[src/common/dma_config.svh]
`ifndef DMA_CONFIG_SVH
`define DMA_CONFIG_SVH

// Hermes flit width, also the memory data width
`define DMA_FLIT_W 32

// Byte address step between consecutive words
`define DMA_ADDR_STEP 4

// Cycles a grant is held while the other engine waits
`define DMA_SLICE_CYCLES 15

`endif
[src/common/dma_pkg.sv]
`default_nettype none

package dma_pkg;

    // Operation launched by a start strobe
    typedef enum logic {
        DMA_OP_SEND    = 1'b0,
        DMA_OP_RECEIVE = 1'b1
    } dma_op_t;

    // Memory port owner
    typedef enum logic {
        SRC_SEND    = 1'b0,
        SRC_RECEIVE = 1'b1
    } dma_src_t;

endpackage

`default_nettype wire

[src/common/mem_port_if.sv]
`timescale 1ns/1ps
`default_nettype none
`include "dma_config.svh"

interface mem_port_if;

    logic                     req;    // Engine is in its data phase
    logic                     gnt;
    logic [31:0]              addr;
    logic                     we;     // High for a write
    logic [`DMA_FLIT_W-1:0]   wdata;

    modport engine (
        output req,
        output addr,
        output we,
        output wdata,
        input  gnt
    );

    modport arbiter (
        input  req,
        input  addr,
        input  we,
        input  wdata,
        output gnt
    );

endinterface

`default_nettype wire

[src/design/dma_top.sv]
`timescale 1ns/1ps
`default_nettype none
`include "dma_config.svh"

module dma_top (
    input  wire logic                      clk_i,
    input  wire logic                      rst_ni,

    // Hermes receive side
    input  wire logic                      noc_rx_i,
    output logic                           noc_credit_o,
    input  wire logic [`DMA_FLIT_W-1:0]    noc_data_i,

    // Hermes send side
    output logic                           noc_tx_o,
    input  wire logic                      noc_ack_i,
    output logic [`DMA_FLIT_W-1:0]         noc_data_o,

    // Memory
    output logic [3:0]                     mem_we_o,
    output logic [31:0]                    mem_addr_o,
    input  wire logic [`DMA_FLIT_W-1:0]    mem_data_i,
    output logic [`DMA_FLIT_W-1:0]         mem_data_o,

    // Configuration
    input  wire logic                      start_i,
    input  wire dma_pkg::dma_op_t          operation_i,
    input  wire logic [31:0]               size_i,
    input  wire logic [31:0]               size_2_i,
    input  wire logic [31:0]               address_i,
    input  wire logic [31:0]               address_2_i,
    output logic                           send_active_o,
    output logic                           receive_active_o,
    output logic                           receive_available_o,
    output logic [`DMA_FLIT_W-1:0]         flits_available_o
);

    mem_port_if send_port ();
    mem_port_if receive_port ();

    hermes_receiver u_receiver (
        .clk_i             (clk_i),
        .rst_ni            (rst_ni),
        .noc_rx_i          (noc_rx_i),
        .noc_credit_o      (noc_credit_o),
        .noc_data_i        (noc_data_i),
        .start_i           (start_i),
        .operation_i       (operation_i),
        .address_i         (address_i),
        .size_i            (size_i),
        .mem               (receive_port.engine),
        .active_o          (receive_active_o),
        .available_o       (receive_available_o),
        .flits_available_o (flits_available_o)
    );

    hermes_sender u_sender (
        .clk_i       (clk_i),
        .rst_ni      (rst_ni),
        .noc_ack_i   (noc_ack_i),
        .noc_tx_o    (noc_tx_o),
        .start_i     (start_i),
        .operation_i (operation_i),
        .address_i   (address_i),
        .size_i      (size_i),
        .address_2_i (address_2_i),
        .size_2_i    (size_2_i),
        .mem         (send_port.engine),
        .active_o    (send_active_o)
    );

    mem_arbiter u_arbiter (
        .clk_i      (clk_i),
        .rst_ni     (rst_ni),
        .send       (send_port.arbiter),
        .receive    (receive_port.arbiter),
        .mem_we_o   (mem_we_o),
        .mem_addr_o (mem_addr_o),
        .mem_data_o (mem_data_o)
    );

    // Read data goes straight out, noc_tx_o marks it valid
    assign noc_data_o = mem_data_i;

endmodule

`default_nettype wire

[src/design/mem_arbiter.sv]
`timescale 1ns/1ps
`default_nettype none
`include "dma_config.svh"

module mem_arbiter (
    input  wire logic                clk_i,
    input  wire logic                rst_ni,

    mem_port_if.arbiter              send,
    mem_port_if.arbiter              receive,

    output logic [3:0]               mem_we_o,
    output logic [31:0]              mem_addr_o,
    output logic [`DMA_FLIT_W-1:0]   mem_data_o
);

    import dma_pkg::*;

    localparam int TIMER_W = $clog2(`DMA_SLICE_CYCLES + 1);

    dma_src_t           grant_q;
    dma_src_t           grant_d;
    logic [TIMER_W-1:0] timer_q;

    logic any_req;
    logic holder_req;
    logic other_req;
    logic move;

    assign any_req    = send.req || receive.req;
    assign holder_req = (grant_q == SRC_SEND) ? send.req : receive.req;
    assign other_req  = (grant_q == SRC_SEND) ? receive.req : send.req;

    // Two sources, so round robin means the other one when it asks
    always_comb begin
        grant_d = grant_q;
        if (other_req) begin
            case (grant_q)
                SRC_SEND:    grant_d = SRC_RECEIVE;
                SRC_RECEIVE: grant_d = SRC_SEND;
                default:     grant_d = SRC_SEND;
            endcase
        end
    end

    assign move = any_req && (timer_q == '0 || !holder_req);

    always_ff @(posedge clk_i or negedge rst_ni) begin
        if (!rst_ni) begin
            grant_q <= SRC_SEND;
            timer_q <= '0;
        end else if (move) begin
            grant_q <= grant_d;
            timer_q <= TIMER_W'(`DMA_SLICE_CYCLES);  // New slice
        end else if (timer_q != '0) begin
            timer_q <= timer_q - TIMER_W'(1);
        end
    end

    assign send.gnt    = (grant_q == SRC_SEND);
    assign receive.gnt = (grant_q == SRC_RECEIVE);

    // Memory port follows the current holder
    always_comb begin
        if (grant_q == SRC_RECEIVE) begin
            mem_addr_o = receive.addr;
            mem_data_o = receive.wdata;
            mem_we_o   = {4{receive.req && receive.we}};
        end else begin
            mem_addr_o = send.addr;
            mem_data_o = send.wdata;
            mem_we_o   = {4{send.req && send.we}};
        end
    end

endmodule

`default_nettype wire

[src/hermes/hermes_sender.sv]
`timescale 1ns/1ps
`default_nettype none
`include "dma_config.svh"

module hermes_sender (
    input  wire logic              clk_i,
    input  wire logic              rst_ni,

    input  wire logic              noc_ack_i,
    output logic                   noc_tx_o,

    input  wire logic              start_i,
    input  wire dma_pkg::dma_op_t  operation_i,
    input  wire logic [31:0]       address_i,
    input  wire logic [31:0]       size_i,
    input  wire logic [31:0]       address_2_i,
    input  wire logic [31:0]       size_2_i,

    mem_port_if.engine             mem,

    output logic                   active_o
);

    import dma_pkg::*;

    typedef enum logic [1:0] {
        TX_IDLE = 2'b01,
        TX_SEND = 2'b10
    } tx_state_t;

    tx_state_t state_q;

    logic [31:0] addr_q;
    logic [31:0] size_q;
    logic [31:0] addr_2_q;
    logic [31:0] size_2_q;

    logic tx_start;
    logic use_first;
    logic issue;
    logic last_read;

    assign tx_start  = start_i && (operation_i == DMA_OP_SEND) && ((size_i | size_2_i) != '0);
    assign use_first = (size_q != '0);  // Buffer one drains first
    assign issue     = (state_q == TX_SEND) && mem.gnt && noc_ack_i;
    assign last_read = issue && ((size_q == 32'd1 && size_2_q == '0)
                              || (size_q == '0 && size_2_q == 32'd1));

    always_ff @(posedge clk_i or negedge rst_ni) begin
        if (!rst_ni) begin
            state_q <= TX_IDLE;
        end else begin
            case (state_q)
                TX_IDLE: if (tx_start) state_q <= TX_SEND;
                TX_SEND: if (last_read) state_q <= TX_IDLE;
                default: state_q <= TX_IDLE;
            endcase
        end
    end

    always_ff @(posedge clk_i or negedge rst_ni) begin
        if (!rst_ni) begin
            addr_q   <= '0;
            size_q   <= '0;
            addr_2_q <= '0;
            size_2_q <= '0;
        end else if (state_q == TX_IDLE && tx_start) begin
            addr_q   <= address_i;
            size_q   <= size_i;
            addr_2_q <= address_2_i;
            size_2_q <= size_2_i;
        end else if (issue) begin
            if (use_first) begin
                addr_q <= addr_q + 32'(`DMA_ADDR_STEP);
                size_q <= size_q - 32'd1;
            end else begin
                addr_2_q <= addr_2_q + 32'(`DMA_ADDR_STEP);
                size_2_q <= size_2_q - 32'd1;
            end
        end
    end

    // Read data lands one cycle after the strobe
    always_ff @(posedge clk_i or negedge rst_ni) begin
        if (!rst_ni)
            noc_tx_o <= 1'b0;
        else
            noc_tx_o <= issue;
    end

    assign mem.req   = (state_q == TX_SEND);
    assign mem.we    = 1'b0;
    assign mem.addr  = use_first ? addr_q : addr_2_q;
    assign mem.wdata = '0;

    assign active_o = (state_q == TX_SEND);

endmodule

`default_nettype wire

[src/hermes/hermes_receiver.sv]
`timescale 1ns/1ps
`default_nettype none
`include "dma_config.svh"

module hermes_receiver (
    input  wire logic                      clk_i,
    input  wire logic                      rst_ni,

    input  wire logic                      noc_rx_i,
    output logic                           noc_credit_o,
    input  wire logic [`DMA_FLIT_W-1:0]    noc_data_i,

    input  wire logic                      start_i,
    input  wire dma_pkg::dma_op_t          operation_i,
    input  wire logic [31:0]               address_i,
    input  wire logic [31:0]               size_i,

    mem_port_if.engine                     mem,

    output logic                           active_o,
    output logic                           available_o,
    output logic [`DMA_FLIT_W-1:0]         flits_available_o
);

    import dma_pkg::*;

    typedef enum logic [3:0] {
        RX_HEADER = 4'b0001,
        RX_SIZE   = 4'b0010,
        RX_WAIT   = 4'b0100,
        RX_DATA   = 4'b1000
    } rx_state_t;

    rx_state_t state_q;
    rx_state_t state_d;

    logic [31:0]            addr_q;
    logic [31:0]            op_cnt_q;   // Words left in this receive operation
    logic [`DMA_FLIT_W-1:0] pkt_cnt_q;  // Payload flits left in the packet

    logic rx_start;
    logic accept;

    assign rx_start = start_i && (operation_i == DMA_OP_RECEIVE);
    assign accept   = (state_q == RX_DATA) && noc_rx_i && mem.gnt;

    always_comb begin
        state_d = state_q;
        case (state_q)
            RX_HEADER: begin
                if (noc_rx_i)
                    state_d = RX_SIZE;
            end
            RX_SIZE: begin
                if (noc_rx_i)
                    state_d = (noc_data_i == '0) ? RX_HEADER : RX_WAIT;  // Empty packet
            end
            RX_WAIT: begin
                if (rx_start)
                    state_d = RX_DATA;
            end
            RX_DATA: begin
                if (accept) begin
                    if (pkt_cnt_q == `DMA_FLIT_W'(1))
                        state_d = RX_HEADER;
                    else if (op_cnt_q == 32'd1)
                        state_d = RX_WAIT;  // Rest of the packet waits for software
                end
            end
            default: state_d = RX_HEADER;
        endcase
    end

    always_ff @(posedge clk_i or negedge rst_ni) begin
        if (!rst_ni)
            state_q <= RX_HEADER;
        else
            state_q <= state_d;
    end

    always_ff @(posedge clk_i or negedge rst_ni) begin
        if (!rst_ni) begin
            addr_q   <= '0;
            op_cnt_q <= '0;
        end else if (state_q == RX_WAIT && rx_start) begin
            addr_q   <= address_i;
            op_cnt_q <= size_i;
        end else if (accept) begin
            addr_q   <= addr_q + 32'(`DMA_ADDR_STEP);
            op_cnt_q <= op_cnt_q - 32'd1;
        end
    end

    always_ff @(posedge clk_i or negedge rst_ni) begin
        if (!rst_ni)
            pkt_cnt_q <= '0;
        else if (state_q == RX_SIZE && noc_rx_i)
            pkt_cnt_q <= noc_data_i;
        else if (accept)
            pkt_cnt_q <= pkt_cnt_q - `DMA_FLIT_W'(1);
    end

    // Flow control toward the router
    always_comb begin
        case (state_q)
            RX_WAIT: noc_credit_o = 1'b0;
            RX_DATA: noc_credit_o = noc_rx_i && mem.gnt;
            default: noc_credit_o = 1'b1;
        endcase
    end

    assign mem.req   = (state_q == RX_DATA);
    assign mem.we    = (state_q == RX_DATA) && noc_rx_i;  // Write only with a flit present
    assign mem.addr  = addr_q;
    assign mem.wdata = noc_data_i;

    assign active_o          = (state_q == RX_DATA);
    assign available_o       = (state_q == RX_WAIT);
    assign flits_available_o = pkt_cnt_q;

endmodule

`default_nettype wire

[config.mk]
export PLATFORM = sky130hd
export DESIGN_NAME = dma_top
export DESIGN_NICKNAME = d
export VERILOG_FILES = /design/src/common/dma_pkg.sv /design/src/common/mem_port_if.sv /design/src/design/dma_top.sv /design/src/design/mem_arbiter.sv /design/src/hermes/hermes_sender.sv /design/src/hermes/hermes_receiver.sv
export VERILOG_INCLUDE_DIRS = /design/src /design/src/common
export SDC_FILE = /design/constraint.sdc
export NUM_CORES = 1
export LEC_CHECK = 0
export ABC_AREA = 1
export ABC_CLOCK_PERIOD_IN_PS = 4500
export BUFFER_PORTS_ARGS = -buffer_cell sky130_fd_sc_hd__clkbuf_2
export CORE_UTILIZATION = 47
export CTS_CLUSTER_SIZE = 20
export DETAILED_ROUTE_END_ITERATION = 8
export GPL_TIMING_DRIVEN = 0
export PLACE_DENSITY = 0.69
export SLEW_MARGIN = 20
export SYNTH_ARGS = -nofsm -noshare
export SYNTH_HDL_FRONTEND = slang
export SYNTH_SLANG_ARGS = --single-unit
[constraint.sdc]
create_clock -name clk_i -period 4.5 [get_ports clk_i]
set_input_delay 0.675 -clock clk_i [delete_from_list [all_inputs] [get_ports clk_i]]
set_output_delay 0.675 -clock clk_i [all_outputs]
set_load 0.01 [all_outputs]
==> results.toml <==
[logic_synthesis]
synth-warning-count = 0
postSynth.asyncResetShare_pct = 100
syn_area_per_cell_um2 = 6.36
ys_ff_latch = 236
synth_fp_nets = 3032
ys_types = 41
synth-edff-count = 0
postSynthCellCount = 2820
syn_area_mm2 = 0.0179
synthFlopType = "dfrtp_1"
yosysSeqAreaShare_pct = 32.9

[sta]
fin_crit_sh_pct = 89.2
skew_ns = 0.00803
slew_violations = 0
worst_pin_slew_ns = 0.964
setup-violations-final = 0
hold_viol = 3
slew_headroom_pct = 35.7
holdWs_ns = -0.00504
fin_ws_ns = 0.486
period_needed_ns = 4.01
rsz0062_at_grt = "false"
tns_ns = 0
fmax_mhz = 249

[final_layout]
num-fill-cells = 3876
area_growth_pct = 17.8
drive_gt1_share_pct = 14.6
final_cell_mix = "nand2_1 (847), nand3_1 (457), nor2_1 (394), clkbuf_2 (301), inv_1 (277)"
finalNetCount = 3368
final_common_cell = "nand2_1"
fin_area_mm2 = 0.0211

[global_route]
track_usage_pct = 37.3
grt_pass1_wl_mm = 110
grt_pass1_vias = 18900
grt_max_degree = 84
antenna_found_initial = 1
overflow = 0

[floorplanning]
rows = 71
fp.dieW_um = 197
start_util_pct = 47.7
fp.dieH_um = 197
fp.coreArea_mm2 = 0.0376
io_pins = 335
dieArea_mm2 = 0.0390

[worst_setup_path]
required_ns = 3.83
cp.arrival_ns = 3.34
path_class = "reg2out"
critical_path.max_fanout = 10
critical_path.endpoint_type = "primary output"
start_kind = "flop"

[place]
io_buffers = 302
place_area_mm2 = 0.0202
dp_hpwl_mm = 58.4
pre_cts_ws_ns = 1.22
gp_congestion = 1.03

[clocking]
htree_num_levels = 1
clkTransAtPathRegs_ns = 0.06
post_cts_buffers = 0
cts_hold_buf = 0
root_buffer = "clkbuf_16"
clock_path_buffers = 3
clk_latency_ns = 0.59
cts_tree = "built"
cts_buffers = 29
cts_resized = 0
clock_sinks = 236

[job]
cap_viol_max_count = 0

[worst_hold_path]
min_path_type = "in2async"

[status]
status = "finished, violations left"
violations = "hold timing"

[drt]
first_pass_iters = 8
finalWirelength_mm = 73.4
drt-initial-drc-count = 2057
vias = 20200
detail-route-antenna-nets = 0
vias_per_cell = 5.47
wire_per_inst_um = 19.9
drcViolationCount = 0

[power]
peakVddDrop_v = 0.000365
p_leak_nw = 10.6
power_density_mw_per_mm2 = 517
[where the power goes]
part	leakage, nW	switching [mW]	internal (mW)
clock	0.470	1.03	1.37
combinational	7.18	2.98	1.68
sequential	2.90	1.00	2.87
total	10.6	5.00	5.92
[area by class of cell]
class	count	area [um2]	share of cell area, %
diodes	2	5.00	0.0237
clock inverters	15	134	0.634
multi-input cells	2158	10200	48.4
flip-flops and latches	236	5910	28.0
plain buffers	142	733	3.47
inverters	284	1070	5.05
well taps	511	639	3.03
repair buffers	305	1600	7.59
clock buffers	38	810	3.83
[synthesized netlist by cell type (2+ instances only)]
library cell	instances	area share [%]
buf_4	40	1.7
nor2_2	7	0.24
a21oi_1	11	0.31
nand2_1	847	18
o311ai_0	2	0.098
nor4_1	2	0.070
nor2_1	394	8.2
nand3_1	457	13
or2_2	2	0.070
nor3b_1	2	0.084
o21ai_1	12	0.33
o21bai_1	11	0.46
a31oi_1	16	0.56
nand2_2	4	0.14
nand4_1	30	1.0
nor2_4	3	0.19
nor3_1	35	0.98
ha_1	14	0.98
dfrtp_1	234	33
xnor2_1	30	1.5
o211ai_1	36	1.5
inv_2	7	0.15
clkbuf_1	51	1.1
and3_1	2	0.070
o221ai_1	11	0.54
o21ai_0	95	2.7
dfstp_2	2	0.29
xor2_1	104	5.1
buf_1	11	0.23
inv_1	277	5.8
nand3b_1	20	0.84
buf_2	40	1.1
o22ai_1	3	0.10
[worst max-delay path: stages, from the launching register on]
cell and delay [ns]:
dfrtp_1 0.42, nor2_1 0.19, nand2_1 0.20, nor2_4 0.39
nand4_1 0.37, clkbuf_1 0.30, o21ai_0 0.38, nand2_1 0.11
o21ai_0 0.17, clkbuf_2 0.21
[final timing paths]
kind                                                   from                               end  slack, ns  cells past startpoint
max in group asynchronous                            rst_ni   u_sender.state_q[0]$_DFFE_PN1P_       3.02                      4
setup reg to reg            u_sender.state_q[0]$_DFFE_PN1P_   u_sender.addr_q[18]$_DFFE_PN0P_       2.06                      8
hold reg to reg            u_sender.addr_2_q[0]$_DFFE_PN0P_  u_sender.addr_2_q[0]$_DFFE_PN0P_       0.48                      2
min in group clk_i                             address_i[1]    u_sender.addr_q[1]$_DFFE_PN0P_       0.33                      3
setup / recovery             u_sender.size_q[7]$_DFFE_PN0P_                    mem_addr_o[12]       0.49                      9
hold / removal                                       rst_ni   u_sender.addr_q[24]$_DFFE_PN0P_     -0.005                      1
[cells by family after synthesis]
family	Yosys count	share of synthesized area (%)
simple gates	1810	42.8
buf+inv	426	10.0
flops	236	32.9
compound gates	200	6.74
xor+xnor	134	6.54
fa+ha+maj	14	0.977
[per-layer routing]
metal  vias to the layer above  GRT usage (%)  share of wire [%]
li1                       9695              -                  -
met1                      9396           49.9                 42
met2                       943           60.1                 45
met3                       164           7.00                8.9
met4                         0           13.6                3.6
met5                         -              0                  0
[sequential cells by signal, summed over array words and instances (netlist names), 4 cells and up]
register                      cells
u_sender.addr_2_q                32
u_arbiter.timer_q                 4
u_receiver.mem.addr              32
u_sender.size_2_q                32
u_receiver.op_cnt_q              32
u_receiver.flits_available_o     32
u_sender.addr_q                  32
u_receiver.state_q                4
u_sender.size_q                  32
[through the flow]
step	util (%)	power, mW	cells
after detailed placement	53.7	8.43	3636
after floorplan	-	6.65	2820
after global placement	53.5	8.32	3633
after global routing	56.2	11.6	3690
final	56.2	10.9	3691
after CTS	56.2	10.9	3689
(Power assumes the default switching activity.)
